File: config.mk
export PLATFORM = sky130hd
export DESIGN_NAME = mgmt_core_lite
export DESIGN_NICKNAME = d
export VERILOG_FILES = /design/src/hdl/mgmt_pkg.sv /design/src/hdl/mgmt_core_lite.sv /design/src/hdl/clock_ctrl.sv /design/src/hdl/hk_regs.sv /design/src/hdl/reg_arbiter.sv /design/src/hdl/host_port.sv /design/src/hdl/hk_spi_slave.sv
export VERILOG_INCLUDE_DIRS = /design/src /design/src/hdl
export SDC_FILE = /design/constraint.sdc
export NUM_CORES = 1
export LEC_CHECK = 0
export BUFFER_PORTS_ARGS = -buffer_cell sky130_fd_sc_hd__buf_2
export CAP_MARGIN = 20
export CORE_MARGIN = 3
export CORE_UTILIZATION = 55
export DETAILED_ROUTE_END_ITERATION = 8
export PLACE_DENSITY = 0.79
export SLEW_MARGIN = 25
export SYNTH_ARGS = -nofsm -noshare
export SYNTH_HDL_FRONTEND = slang
export SYNTH_SLANG_ARGS = --single-unit
File: constraint.sdc
create_clock -name clock_i -period 2.48 [get_ports clock_i]
set_input_delay 0.124 -clock clock_i [delete_from_list [all_inputs] [get_ports clock_i]]
set_output_delay 0.124 -clock clock_i [all_outputs]
set_load 0.01 [all_outputs]
File: src/hdl/mgmt_defs.svh
`ifndef MGMT_DEFS_SVH
`define MGMT_DEFS_SVH

// Register bus widths
`define MGMT_ADDR_W 7
`define MGMT_DATA_W 8
// Divider field and mask revision vector
`define MGMT_CLKDIV_W 5
`define MGMT_MASK_REV_W 32

// Housekeeping register map
// Mask revision, low byte first
`define REG_MASK_REV0 7'h00
`define REG_MASK_REV1 7'h01
`define REG_MASK_REV2 7'h02
`define REG_MASK_REV3 7'h03
`define REG_CLK_DIV 7'h04
// Bit 0 SDO enable state, bit 1 JTAG enable state, 0 means override
`define REG_OVERRIDE 7'h05
`define REG_MGMT_OUT 7'h06
`define REG_CORE_RESET 7'h07
`define REG_IRQ 7'h08
`define OVERRIDE_RST 2'b11

// Core reset hold after release, in clock cycles
`define CORE_RST_STRETCH 4
// SPI pin synchronizer depth
`define SPI_SYNC_STAGES 2

`endif
File: src/hdl/mgmt_pkg.sv
`include "mgmt_defs.svh"

package mgmt_pkg;

	// Register address on the shared bus
	typedef logic [`MGMT_ADDR_W-1:0] mgmt_addr_t;

	// One register byte
	typedef logic [`MGMT_DATA_W-1:0] mgmt_data_t;

	// Which master owns an access
	typedef enum logic {
		SRC_SPI  = 1'b0,
		SRC_HOST = 1'b1
	} mgmt_src_e;

endpackage

File: src/hdl/mgmt_core_lite.sv
`timescale 1ns/1ps
`include "mgmt_defs.svh"

module mgmt_core_lite (
	input  logic                        clock_i,
	input  logic                        rst_i,
	input  logic                        sck_i,
	input  logic                        csb_i,
	input  logic                        sdi_i,
	input  logic                        host_stb_i,
	input  logic                        host_we_i,
	input  mgmt_pkg::mgmt_addr_t        host_adr_i,
	input  mgmt_pkg::mgmt_data_t        host_dat_i,
	output mgmt_pkg::mgmt_data_t        host_dat_o,
	output logic                        host_ack_o,
	input  logic [`MGMT_MASK_REV_W-1:0] mask_rev_i,
	output logic                        sdo_o,
	output logic                        sdo_outenb_o,
	output logic                        jtag_o,
	output logic                        jtag_outenb_o,
	output mgmt_pkg::mgmt_data_t        mgmt_out_o,
	output logic                        irq_o,
	output logic                        core_rstn_o,
	output logic                        user_clk_en_o
);

	// SPI requester
	logic spi_req, spi_we, spi_done;
	mgmt_pkg::mgmt_addr_t spi_addr;
	mgmt_pkg::mgmt_data_t spi_wdata;
	logic sdo_pre;
	// Host requester
	logic host_req, host_we, host_done;
	mgmt_pkg::mgmt_addr_t host_addr;
	mgmt_pkg::mgmt_data_t host_wdata;
	mgmt_pkg::mgmt_data_t arb_rdata;
	// Register bus
	logic acc_en, acc_we;
	mgmt_pkg::mgmt_addr_t acc_addr;
	mgmt_pkg::mgmt_data_t acc_wdata, acc_rdata;
	// Clocking controls
	logic [`MGMT_CLKDIV_W-1:0] clk_div;
	logic core_reset_req;

	hk_spi_slave hk_spi_slave_i (
		.clock_i(clock_i), .rst_i(rst_i),
		.sck_i(sck_i), .csb_i(csb_i), .sdi_i(sdi_i),
		.sdo_o(sdo_pre), .sdo_outenb_o(sdo_outenb_o),
		.req_o(spi_req), .we_o(spi_we), .addr_o(spi_addr), .wdata_o(spi_wdata),
		.done_i(spi_done), .rdata_i(arb_rdata)
	);

	host_port host_port_i (
		.clock_i(clock_i), .rst_i(rst_i),
		.host_stb_i(host_stb_i), .host_we_i(host_we_i),
		.host_adr_i(host_adr_i), .host_dat_i(host_dat_i),
		.host_dat_o(host_dat_o), .host_ack_o(host_ack_o),
		.req_o(host_req), .we_o(host_we), .addr_o(host_addr), .wdata_o(host_wdata),
		.done_i(host_done), .rdata_i(arb_rdata)
	);

	reg_arbiter reg_arbiter_i (
		.clock_i(clock_i), .rst_i(rst_i),
		.spi_req_i(spi_req), .spi_we_i(spi_we),
		.spi_addr_i(spi_addr), .spi_wdata_i(spi_wdata), .spi_done_o(spi_done),
		.host_req_i(host_req), .host_we_i(host_we),
		.host_addr_i(host_addr), .host_wdata_i(host_wdata), .host_done_o(host_done),
		.rdata_o(arb_rdata),
		.acc_en_o(acc_en), .acc_we_o(acc_we),
		.acc_addr_o(acc_addr), .acc_wdata_o(acc_wdata), .acc_rdata_i(acc_rdata)
	);

	hk_regs hk_regs_i (
		.clock_i(clock_i), .rst_i(rst_i),
		.acc_en_i(acc_en), .acc_we_i(acc_we),
		.acc_addr_i(acc_addr), .acc_wdata_i(acc_wdata),
		.mask_rev_i(mask_rev_i), .sdo_pre_i(sdo_pre),
		.acc_rdata_o(acc_rdata), .clk_div_o(clk_div),
		.core_reset_req_o(core_reset_req), .mgmt_out_o(mgmt_out_o), .irq_o(irq_o),
		.sdo_o(sdo_o), .jtag_o(jtag_o), .jtag_outenb_o(jtag_outenb_o)
	);

	clock_ctrl clock_ctrl_i (
		.clock_i(clock_i), .rst_i(rst_i),
		.clk_div_i(clk_div), .core_reset_req_i(core_reset_req),
		.core_rstn_o(core_rstn_o), .user_clk_en_o(user_clk_en_o)
	);

endmodule

File: src/hdl/clock_ctrl.sv
`timescale 1ns/1ps
`include "mgmt_defs.svh"

module clock_ctrl (
	input  logic                      clock_i,
	input  logic                      rst_i,
	input  logic [`MGMT_CLKDIV_W-1:0] clk_div_i,
	input  logic                      core_reset_req_i,
	output logic                      core_rstn_o,
	output logic                      user_clk_en_o
);

	localparam int STRETCH_W = $clog2(`CORE_RST_STRETCH + 1);

	logic [STRETCH_W-1:0] stretch_q;
	logic rstn_q;
	logic [`MGMT_CLKDIV_W-1:0] div_cnt_q;

	// Reload while any reset source is up, count down after release
	always_ff @(posedge clock_i) begin
		if (rst_i || core_reset_req_i) begin
			stretch_q <= STRETCH_W'(`CORE_RST_STRETCH - 1);
			rstn_q <= 1'b0;
		end else if (stretch_q != '0) begin
			stretch_q <= stretch_q - 1'b1;
		end else begin
			rstn_q <= 1'b1;
		end
	end

	// Request bit drops the core reset in the same cycle
	assign core_rstn_o = rstn_q & ~core_reset_req_i;

	// Divide counter wraps at the divider value
	always_ff @(posedge clock_i) begin
		if (rst_i || !core_rstn_o)
			div_cnt_q <= '0;
		else if (div_cnt_q >= clk_div_i)
			div_cnt_q <= '0;
		else
			div_cnt_q <= div_cnt_q + 1'b1;
	end

	// One pulse per divider plus one cycles
	assign user_clk_en_o = core_rstn_o & (div_cnt_q >= clk_div_i);

endmodule

File: src/hdl/hk_regs.sv
`timescale 1ns/1ps
`include "mgmt_defs.svh"

module hk_regs (
	input  logic                         clock_i,
	input  logic                         rst_i,
	input  logic                         acc_en_i,
	input  logic                         acc_we_i,
	input  mgmt_pkg::mgmt_addr_t         acc_addr_i,
	input  mgmt_pkg::mgmt_data_t         acc_wdata_i,
	input  logic [`MGMT_MASK_REV_W-1:0]  mask_rev_i,
	input  logic                         sdo_pre_i,
	output mgmt_pkg::mgmt_data_t         acc_rdata_o,
	output logic [`MGMT_CLKDIV_W-1:0]    clk_div_o,
	output logic                         core_reset_req_o,
	output mgmt_pkg::mgmt_data_t         mgmt_out_o,
	output logic                         irq_o,
	output logic                         sdo_o,
	output logic                         jtag_o,
	output logic                         jtag_outenb_o
);

	logic [1:0] ovr_q;
	mgmt_pkg::mgmt_data_t rd_mux;

	// Writable registers
	always_ff @(posedge clock_i) begin
		if (rst_i) begin
			clk_div_o <= '0;
			ovr_q <= `OVERRIDE_RST;
			mgmt_out_o <= '0;
			core_reset_req_o <= 1'b0;
			irq_o <= 1'b0;
		end else if (acc_en_i && acc_we_i) begin
			case (acc_addr_i)
				`REG_CLK_DIV: clk_div_o <= acc_wdata_i[`MGMT_CLKDIV_W-1:0];
				`REG_OVERRIDE: ovr_q <= acc_wdata_i[1:0];
				`REG_MGMT_OUT: mgmt_out_o <= acc_wdata_i;
				`REG_CORE_RESET: core_reset_req_o <= acc_wdata_i[0];
				`REG_IRQ: irq_o <= acc_wdata_i[0];
				// Mask revision and unmapped space ignore writes
				default: ;
			endcase
		end
	end

	// Read decode, unmapped reads as zero
	always_comb begin
		case (acc_addr_i)
			`REG_MASK_REV0: rd_mux = mask_rev_i[7:0];
			`REG_MASK_REV1: rd_mux = mask_rev_i[15:8];
			`REG_MASK_REV2: rd_mux = mask_rev_i[23:16];
			`REG_MASK_REV3: rd_mux = mask_rev_i[31:24];
			`REG_CLK_DIV: rd_mux = mgmt_pkg::mgmt_data_t'(clk_div_o);
			`REG_OVERRIDE: rd_mux = mgmt_pkg::mgmt_data_t'(ovr_q);
			`REG_MGMT_OUT: rd_mux = mgmt_out_o;
			`REG_CORE_RESET: rd_mux = mgmt_pkg::mgmt_data_t'(core_reset_req_o);
			`REG_IRQ: rd_mux = mgmt_pkg::mgmt_data_t'(irq_o);
			default: rd_mux = '0;
		endcase
	end

	// Read data one cycle after the access
	always_ff @(posedge clock_i) begin
		if (acc_en_i)
			acc_rdata_o <= rd_mux;
	end

	// Cleared enable state hands the pin to the management output byte
	assign sdo_o = (ovr_q[0] == 1'b0) ? mgmt_out_o[1] : sdo_pre_i;
	// No JTAG source here, so pin idles low
	assign jtag_o = (ovr_q[1] == 1'b0) ? mgmt_out_o[0] : 1'b0;
	assign jtag_outenb_o = ovr_q[1];

endmodule

File: src/hdl/reg_arbiter.sv
`timescale 1ns/1ps
`include "mgmt_defs.svh"

module reg_arbiter (
	input  logic                 clock_i,
	input  logic                 rst_i,
	input  logic                 spi_req_i,
	input  logic                 spi_we_i,
	input  mgmt_pkg::mgmt_addr_t spi_addr_i,
	input  mgmt_pkg::mgmt_data_t spi_wdata_i,
	output logic                 spi_done_o,
	input  logic                 host_req_i,
	input  logic                 host_we_i,
	input  mgmt_pkg::mgmt_addr_t host_addr_i,
	input  mgmt_pkg::mgmt_data_t host_wdata_i,
	output logic                 host_done_o,
	output mgmt_pkg::mgmt_data_t rdata_o,
	output logic                 acc_en_o,
	output logic                 acc_we_o,
	output mgmt_pkg::mgmt_addr_t acc_addr_o,
	output mgmt_pkg::mgmt_data_t acc_wdata_o,
	input  mgmt_pkg::mgmt_data_t acc_rdata_i
);

	mgmt_pkg::mgmt_src_e last_q;
	mgmt_pkg::mgmt_src_e gnt;
	logic spi_elig;
	logic host_elig;

	// A requester seeing done this cycle still holds req, so skip it
	assign spi_elig = spi_req_i & ~spi_done_o;
	assign host_elig = host_req_i & ~host_done_o;

	always_comb begin
		if (spi_elig && host_elig)
			gnt = (last_q == mgmt_pkg::SRC_SPI) ? mgmt_pkg::SRC_HOST : mgmt_pkg::SRC_SPI;
		else if (spi_elig)
			gnt = mgmt_pkg::SRC_SPI;
		else
			gnt = mgmt_pkg::SRC_HOST;
	end

	assign acc_en_o = spi_elig | host_elig;
	// Bus mux follows the grant
	assign acc_we_o = (gnt == mgmt_pkg::SRC_SPI) ? spi_we_i : host_we_i;
	assign acc_addr_o = (gnt == mgmt_pkg::SRC_SPI) ? spi_addr_i : host_addr_i;
	assign acc_wdata_o = (gnt == mgmt_pkg::SRC_SPI) ? spi_wdata_i : host_wdata_i;

	always_ff @(posedge clock_i) begin
		if (rst_i) begin
			last_q <= mgmt_pkg::SRC_HOST;
			spi_done_o <= 1'b0;
			host_done_o <= 1'b0;
		end else begin
			// done one cycle after grant, matching registered read data
			spi_done_o <= acc_en_o && (gnt == mgmt_pkg::SRC_SPI);
			host_done_o <= acc_en_o && (gnt == mgmt_pkg::SRC_HOST);
			if (acc_en_o)
				last_q <= gnt;
		end
	end

	// Shared return path, qualified by each done
	assign rdata_o = acc_rdata_i;

endmodule

File: src/hdl/host_port.sv
`timescale 1ns/1ps
`include "mgmt_defs.svh"

module host_port (
	input  logic                 clock_i,
	input  logic                 rst_i,
	input  logic                 host_stb_i,
	input  logic                 host_we_i,
	input  mgmt_pkg::mgmt_addr_t host_adr_i,
	input  mgmt_pkg::mgmt_data_t host_dat_i,
	output mgmt_pkg::mgmt_data_t host_dat_o,
	output logic                 host_ack_o,
	output logic                 req_o,
	output logic                 we_o,
	output mgmt_pkg::mgmt_addr_t addr_o,
	output mgmt_pkg::mgmt_data_t wdata_o,
	input  logic                 done_i,
	input  mgmt_pkg::mgmt_data_t rdata_i
);

	// Strobe turns into a level request held until done
	always_ff @(posedge clock_i) begin
		if (rst_i) begin
			req_o <= 1'b0;
		end else if (host_stb_i) begin
			req_o <= 1'b1;
		end else if (done_i) begin
			req_o <= 1'b0;
		end
	end

	// Access fields captured with the strobe
	always_ff @(posedge clock_i) begin
		if (host_stb_i) begin
			we_o <= host_we_i;
			addr_o <= host_adr_i;
			wdata_o <= host_dat_i;
		end
	end

	// done is already a single-cycle pulse from the arbiter
	assign host_ack_o = done_i;
	// Data valid together with ack
	assign host_dat_o = rdata_i;

endmodule

File: src/hdl/hk_spi_slave.sv
`timescale 1ns/1ps
`include "mgmt_defs.svh"

module hk_spi_slave (
	input  logic                 clock_i,
	input  logic                 rst_i,
	input  logic                 sck_i,
	input  logic                 csb_i,
	input  logic                 sdi_i,
	output logic                 sdo_o,
	output logic                 sdo_outenb_o,
	output logic                 req_o,
	output logic                 we_o,
	output mgmt_pkg::mgmt_addr_t addr_o,
	output mgmt_pkg::mgmt_data_t wdata_o,
	input  logic                 done_i,
	input  mgmt_pkg::mgmt_data_t rdata_i
);

	localparam int SYNC_N = `SPI_SYNC_STAGES;

	// Command byte, data byte, then wait for CSB high
	typedef enum logic [1:0] {
		ST_CMD  = 2'd0,
		ST_DATA = 2'd1,
		ST_END  = 2'd2
	} spi_st_e;

	logic [SYNC_N-1:0] sck_sync;
	logic [SYNC_N-1:0] csb_sync;
	logic [SYNC_N-1:0] sdi_sync;
	logic sck_d;
	logic sck_s;
	logic csb_s;
	logic sdi_s;
	logic sck_rise;
	logic sck_fall;
	spi_st_e state_q;
	logic [2:0] bit_cnt_q;
	logic [6:0] shift_in_q;
	mgmt_pkg::mgmt_data_t shift_out_q;
	logic sdo_q;

	// Pins are asynchronous to clock_i
	always_ff @(posedge clock_i) begin
		if (rst_i) begin
			sck_sync <= '0;
			csb_sync <= '1;
			sdi_sync <= '0;
			sck_d <= 1'b0;
		end else begin
			sck_sync <= {sck_sync[SYNC_N-2:0], sck_i};
			csb_sync <= {csb_sync[SYNC_N-2:0], csb_i};
			sdi_sync <= {sdi_sync[SYNC_N-2:0], sdi_i};
			sck_d <= sck_s;
		end
	end

	assign sck_s = sck_sync[SYNC_N-1];
	assign csb_s = csb_sync[SYNC_N-1];
	assign sdi_s = sdi_sync[SYNC_N-1];
	// One-cycle SCK edge strobes
	assign sck_rise = sck_s & ~sck_d;
	assign sck_fall = ~sck_s & sck_d;

	always_ff @(posedge clock_i) begin
		if (rst_i) begin
			state_q <= ST_CMD;
			bit_cnt_q <= 3'd0;
			req_o <= 1'b0;
			we_o <= 1'b0;
			sdo_q <= 1'b0;
		end else begin
			// Request stays up until the arbiter answers
			if (done_i)
				req_o <= 1'b0;
			if (csb_s) begin
				// Deselect aborts whatever byte is in flight
				state_q <= ST_CMD;
				bit_cnt_q <= 3'd0;
			end else if (sck_rise) begin
				bit_cnt_q <= bit_cnt_q + 3'd1;
				if (bit_cnt_q == 3'd7) begin
					case (state_q)
						ST_CMD: begin
							// Bit 7 of the command selects write
							we_o <= shift_in_q[6];
							state_q <= ST_DATA;
							// Read goes out now so data is ready for byte two
							if (!shift_in_q[6])
								req_o <= 1'b1;
						end
						ST_DATA: begin
							state_q <= ST_END;
							if (we_o)
								req_o <= 1'b1;
						end
						default: begin
							state_q <= ST_END;
						end
					endcase
				end
			end else if (sck_fall && state_q == ST_DATA && !we_o) begin
				// Mode 0, SDO moves after falling SCK
				sdo_q <= shift_out_q[7];
			end
		end
	end

	always_ff @(posedge clock_i) begin
		if (sck_rise && !csb_s)
			shift_in_q <= {shift_in_q[5:0], sdi_s};
		if (sck_rise && !csb_s && bit_cnt_q == 3'd7 && state_q == ST_CMD)
			addr_o <= {shift_in_q[5:0], sdi_s};
		if (sck_rise && !csb_s && bit_cnt_q == 3'd7 && state_q == ST_DATA)
			wdata_o <= {shift_in_q, sdi_s};
		// Read data lands well before the first falling edge of byte two
		if (done_i && !we_o)
			shift_out_q <= rdata_i;
		else if (sck_fall && !csb_s && state_q == ST_DATA)
			shift_out_q <= {shift_out_q[6:0], 1'b0};
	end

	assign sdo_o = sdo_q;
	// Drive SDO only for the data byte of a read
	assign sdo_outenb_o = ~(state_q == ST_DATA && !we_o);

endmodule

# [Yosys cells after proc, flatten, opt, wreduce, memory -nomap -nowiden]
# Cells that the tools add are included.
[word_totals] reg_bits=99 in_bits=54 output_inout_bits=24 word_cells=114
[classes] addsub=3 n_lt_le_gt_ge=1 eq_ne=10 mux=21 n_bitwise=16 n_reduce_logical=34
[op_table] operator="one-hot mux 8 bit (9 select lines)" n=1
[op_table] operator="== test 7 x 3 -> 1 bit (second input constant)" n=4
[op_table] operator="two-way mux 8 bit" n=3
[op_table] operator="== test 7 x 2 -> 1 bit (second input constant)" n=2
[op_table] operator="logical AND 1 bit" n=14
[op_table] operator="two-way mux 1 bit" n=14
[op_table] operator="AND reduction 2 bit" n=6
[op_table] operator="inverter 1 bit" n=9
[op_table] operator="== test 7 x 1 -> 1 bit (second input constant)" n=1
[op_table] operator="== test 7 x 4 -> 1 bit (second input constant)" n=1
[op_table] operator="logical NOT 7 bit" n=1
[op_table] operator="two-way mux 7 bit" n=1
[op_table] operator="bitwise AND 1 bit" n=6
[op_table] operator="adder 5 x 1 -> 5 bit (second input constant)" n=1
[op_table] operator=">= comparator 5 bit" n=1
[op_table] operator="AND reduction 4 bit" n=1
[op_table] operator="nonzero test 2 bit" n=2
[op_table] operator="OR reduction 2 bit" n=2
[op_table] operator="adder 3 x 1 -> 3 bit (second input constant)" n=1
[op_table] operator="== test 3 bit (second input constant)" n=1
[op_table] operator="logical NOT 1 bit" n=3
[op_table] operator="AND reduction 3 bit" n=1
[op_table] operator="nonzero test 3 bit" n=1
[op_table] operator="subtractor 3 x 1 -> 3 bit (second input constant)" n=1
[op_table] operator="6 further kinds" n=7

# [Depth between registers and ports, before layout]
[logic_depth] word_depth=7 mapped_depth=10 mapped_depth_nobuf=8

# [Modules after synthesis]
# A second synthesis with hierarchy kept.
[hier_totals] cells_unflattened=360 hier_area_um2=4501.8
[by_module_without_submodules] module="hk_spi_slave" instances=1 cells_per_inst=100 area_per_inst_um2=1607.8 seq_area_each_um2=1201.2
[by_module_without_submodules] module="hk_regs" instances=1 cells_per_inst=134 area_per_inst_um2=1368.8 seq_area_each_um2=580.6
[by_module_without_submodules] module="host_port" instances=1 cells_per_inst=29 area_per_inst_um2=586.8 seq_area_each_um2=500.5
[by_module_without_submodules] module="clock_ctrl" instances=1 cells_per_inst=59 area_per_inst_um2=504.2 seq_area_each_um2=180.2
[by_module_without_submodules] module="reg_arbiter" instances=1 cells_per_inst=38 area_per_inst_um2=434.2 seq_area_each_um2=60.1

# [Worst setup path before layout]
# No wires, ideal clock.
[synth_timing] kind="reg2reg" startpoint="register reg_arbiter_i.host_done_o" endpoint="register hk_regs_i.acc_rdata_o[0] (data pin)" setup_time_ns=0.261 arrival_ns=1.892 t_required_ns=2.219 setup_slack_ns=0.327 stages_incl_launch_ff=8 path_buffers=1 synth_period_minus_slack_ns=2.153 path_cell_list="dfxtp_1 nor3b_4 nor2_2 buf_4 mux2i_1 mux2_2 a22o_1 a221o_1"
[synth_between] elab_chain_cells=7 elab_cells_between_ends=15 classes_between="8 x eq/ne; 3 x mux; 2 x bitwise; 2 x reduce/logical"
[synth_lines] element="start, declared" line="reg_arbiter.sv:16" rtl="output logic host_done_o,"
[synth_lines] element="start signal, assigned" line="reg_arbiter.sv:57" rtl="host_done_o <= acc_en_o && (gnt == mgmt_pkg::SRC_HOST);"
[synth_lines] element="inverter 1 bit (*)" line="reg_arbiter.sv:32" rtl="assign host_elig = host_req_i & ~host_done_o;"
[synth_lines] element="bitwise AND 1 bit (*)" line="reg_arbiter.sv:32"
[synth_lines] element="logical AND 1 bit (*)" line="reg_arbiter.sv:35" rtl="if (spi_elig && host_elig)"
[synth_lines] element="two-way mux 1 bit (*)" line="reg_arbiter.sv:35"
[synth_lines] element="two-way mux 7 bit (*)" line="reg_arbiter.sv:46" rtl="assign acc_addr_o = (gnt == mgmt_pkg::SRC_SPI) ? spi_addr_i : host_addr_i;"
[synth_lines] element="== test 7 x 4 -> 1 bit, or another cell as far along" line="hk_regs.sv:49" rtl="case (acc_addr_i)"
[synth_lines] element="one-hot mux 8 bit (9 select lines) (*)" line="hk_regs.sv:49"
[synth_lines] element="via hk_regs_i.rd_mux[0]" line="hk_regs.sv:24" rtl="mgmt_pkg::mgmt_data_t rd_mux;"
[synth_lines] element="end signal, assigned" line="hk_regs.sv:66" rtl="acc_rdata_o <= rd_mux;"
[synth_lines] element="end, declared" line="hk_regs.sv:13" rtl="output mgmt_pkg::mgmt_data_t acc_rdata_o,"
# Mark *: on every way through the listed nets, which the timed path passes. The rest lies on a longest branch.
# A chain may end at the register's enable or synchronous reset.

# [Worst setup path in the final report]
[layout_timing] startpoint="register reg_arbiter_i.last_q" endpoint="register hk_regs_i.acc_rdata_o[0] (data pin)"
[layout_between] elab_chain_cells=5 elab_cells_between_ends=13 classes_between="8 x eq/ne; 4 x mux; 1 x reduce/logical"
[layout_lines] element="start, declared" line="reg_arbiter.sv:25" rtl="mgmt_pkg::mgmt_src_e last_q;"
[layout_lines] element="start signal, assigned" line="reg_arbiter.sv:51" rtl="last_q <= mgmt_pkg::SRC_HOST;"
[layout_lines] element="start signal, assigned" line="reg_arbiter.sv:59" rtl="last_q <= gnt;"
[layout_lines] element="two-way mux 1 bit (*)" line="reg_arbiter.sv:36" rtl="gnt = (last_q == mgmt_pkg::SRC_SPI) ? mgmt_pkg::SRC_HOST : mgmt_pkg::SRC_SPI;"
[layout_lines] element="two-way mux 1 bit (*)" line="reg_arbiter.sv:35"
[layout_lines] element="two-way mux 7 bit (*)" line="reg_arbiter.sv:46"
[layout_lines] element="== test 7 x 4 -> 1 bit, or another cell as far along" line="hk_regs.sv:49"
[layout_lines] element="one-hot mux 8 bit (9 select lines) (*)" line="hk_regs.sv:49"
[layout_lines] element="via hk_regs_i.rd_mux[0]" line="hk_regs.sv:24"
# Marks and branches as above.

==> impl_results.md <==
* Total clock sinks at 99
* Library cells used by synthesis at 61
* Post-CTS Setup Inserts at 0
* Die extent in y at 94.5 um
* Fraction of the mapped netlist area in simple logic gates at 14.1%
* Starting density of the core at between 50% and 60%
* WP data arrival at 2.40 ns
* Pins over their slew limit at 0
* Sequential-to-total area share from yosys stat at 58.6%
* Clk Latency, worst-skew pair at 0.36 ns
* Post-synthesis mux area share at around 5.4%
* Max Cap Violations at 0
* Share of cells above drive strength 1 at 26.2%
* Total Routing Usage GR at about a fifth
* Actual slew at the worst max-slew pin at 0.752 ns
* Setup crit end kind: register
* Final TNS setup at 0 ns
* Synth Flop Type: edfxtp_1
* Synth area leaders: edfxtp_1 38%, dfxtp_1 21%, ha_1 2.9%, nand2_1 2.9%, nor2_1 2.7%
* Largest family of logic cells by synthesized area: simple AND/OR/NAND/NOR gates
* Leak at a little over 2 nW
* Final #Nets at ~530
* Most common cell in the netlist: edfxtp_1
* Type of the most critical hold path: in2reg
* Top Ports at 78
* Non-Filler Instances at 573
* Wirelength, routed at 9360 um
* DR vias at slightly above 3000
* Post-DRT Antenna Nets at 0
* Die area at 8920 um^2
* Share of flip-flops with an asynchronous set or reset at 0%
* DRC Markers at 0
* Initial antenna violation count at 0
* Post-synthesis adder-cell area fraction at 2.91%
* Port Buffers at 77
* Final Hold Viols at 0
* # rows at 31
* H-tree Lvls at 3
* Cell Pwr Density at roughly 600 nW/um^2
* Core Area at between 7000 and 8000 um^2
* Grt total ovfl at 0
* Yosys warns at 0
* Required @ worst endpoint at between 2 and 3 ns
* Die extent in x at 94.5 um
* Slew margin rel. at 49.8%
* Worst Skew at 0.0163 ns
* Post-synth top cells: 54 x edfxtp_1, 45 x dfxtp_1, 33 x nand2_1, 31 x nor2_1, 16 x inv_1
* Avg Inst Size Synth at between 10 and 15 um^2
* Reg clk slew, reported paths at 0.10 ns
* Vias in the first global route at 2924
* Startpoint Class: register
* Synthesized area at 4300 um^2
* CTS Buffer Depth at 2
* Xor/xnor cell area share of the yosys netlist at between 1 and 1.5%
* Status: completed
* #FFs+latches synth at 99
* Minimum clock period at 2.30 ns
* Drt first pass iters at 5
* Vias per cell at 5.42
* Worst vdd ir at roughly 0.00046 V
* Compound-gate portion of the synthesized area at between 10% and 20%
* Antenna diode count at 0
* Iteration-0 DRC Markers at 135
* Fin crit share at 92.6%
* Area growth from synthesis to layout at 20.4%
* CTS Buf Count at 9
* Largest net degree at the start of global routing at 42
* Unrepaired setup endpoints after global routing: false
* Tot Pwr at 3.06 mW
* Routed WL per cell at around 16 um
* Root buffer selected by CTS: clkbuf_8
* DP HPWL at approximately 6800 um
* Syn_nets at 431
* Mapped Cells at ~370
* Fmax at between 400 and 500 MHz
* CTS tree: built
* Placer Congestion at 0.877
* Post-synth top area share at 37.7%
* WS Path Type: reg2reg
* Cell taking the most area after synthesis: edfxtp_1
* Final setup violation count at 0
* Wire length of the first global-routing pass at 14100 um
* Inst Count DP at 538
* Number of synthesized flops with an enable pin at 54
* Max FO, Critical Path at 17
* Fill cells at 552
cell type report:
class                           count  area (um^2)  share of cell area, %
Tap cell                           99          124                   2.39
Inverter                           16         60.1                   1.16
Sequential cell                    99         2520                   48.7
Clock buffer                       12          166                   3.21
Multi-Input combinational cell    234         1600                   31.0
Clock inverter                      4         32.5                  0.628
Timing Repair Buffer              109          673                   13.0
power breakdown:
part	switching (mW)	internal, mW
combinational	0.131	0.122
sequential	0.0285	1.77
clock	0.546	0.461
total	0.706	2.35
placed cells by master (no fill, tap or decap), types with 2 or more instances in the layout:
master / netlist / routed
a22o_1: 12 / 12
o21ai_0: 4 / 4
inv_1: 16 / 16
buf_2: 3 / 77
a22oi_1: 15 / 15
clkbuf_8: 0 / 10
nor2_1: 31 / 31
a211oi_1: 5 / 5
edfxtp_1: 54 / 54
or2_2: 2 / 2
mux2i_1: 8 / 8
a21oi_1: 13 / 13
o21ai_1: 5 / 5
a211oi_2: 3 / 3
nor2b_1: 12 / 12
xor2_1: 2 / 2
mux2_2: 3 / 3
a21o_1: 3 / 3
nand2_1: 33 / 33
nor4_1: 3 / 3
a311oi_1: 4 / 4
xnor2_1: 3 / 3
buf_4: 2 / 13
ha_1: 10 / 10
and2_1: 4 / 4
dlygate4sd3_1: 0 / 19
dfxtp_1: 45 / 45
nor3_1: 12 / 12
mux2_1: 7 / 7
nand3_1: 3 / 3
nand2b_1: 8 / 8
routing by layer:
layer / part of all wire (%) / vias up / wire, um / track usage [%]
li1: - / 1537 / - / -
met1: 43 / 1442 / 4030 / 27.0
met2: 48 / 109 / 4460 / 35.4
met3: 7.2 / 15 / 674 / 3.35
met4: 2.1 / 0 / 192 / 9.62
met5: 0 / - / 0 / 0
metrics by stage:
| stage | instance area (um^2) | hold slack [ns] | setup slack (ns) | utilization, % |
|---|---|---|---|---|
| after floorplan | 4300 | 0.223 | 0.327 | - |
| after global placement | 4790 | 0.301 | 0.293 | 64.7 |
| after detailed placement | 4790 | 0.302 | 0.218 | 64.7 |
| after CTS | 5180 | 0.164 | 0.195 | 70.0 |
| after global routing | 5180 | 0.197 | 0.117 | 70.0 |
| final | 5180 | 0.178 | 0.183 | 70.0 |
cell families after synthesis:
kind of cell | Yosys count
AO/OA/AOI/OAI | 79
flip-flops | 99
XOR/XNOR | 5
adder cells (fa/ha/maj) | 10
AND/OR/NAND/NOR | 120
multiplexers | 20
buffers and inverters | 34
worst max-delay path: stages (launching register included):
cell and delay, ns:
dfxtp_1 0.35, nor3b_4 0.36, or2_1 0.30, mux2_4 0.42, a22o_1 0.26, a221o_1 0.34
state kept, by name, indices dropped and copies added, names as in the netlist, 3 cells and up:
name                        count
clock_ctrl_i.div_cnt_q          5
clock_ctrl_i.stretch_q          3
hk_regs_i.acc_rdata_o           8
hk_regs_i.clk_div_o             5
hk_regs_i.mgmt_out_o            8
hk_spi_slave_i.addr_o           7
hk_spi_slave_i.bit_cnt_q        3
hk_spi_slave_i.shift_in_q       7
hk_spi_slave_i.shift_out_q      8
hk_spi_slave_i.wdata_o          8
host_port_i.addr_o              7
host_port_i.wdata_o             8
worst paths after layout:
| kind | from | end | slack (ns) | cells after the start |
|---|---|---|---|---|
| max | reg_arbiter_i.last_q | hk_regs_i.acc_rdata_o[0] | 0.18 | 5 |
| min | mask_rev_i[20] | hk_regs_i.acc_rdata_o[4] | 0.18 | 4 |
| max reg2reg | reg_arbiter_i.last_q | hk_regs_i.acc_rdata_o[0] | 0.18 | 5 |
| min reg2reg | hk_spi_slave_i.csb_sync[0] | hk_spi_slave_i.csb_sync[1] | 0.41 | 1 |
repair_timing:
| item | 4_1_cts | 5_1_grt |
|---|---|---|
| gates resized for setup | 0 | 0 |
| hold buffers | 19 | 0 |
| endpoints found under the hold margin | 19 | 0 |
(Power assumes the default switching activity.)
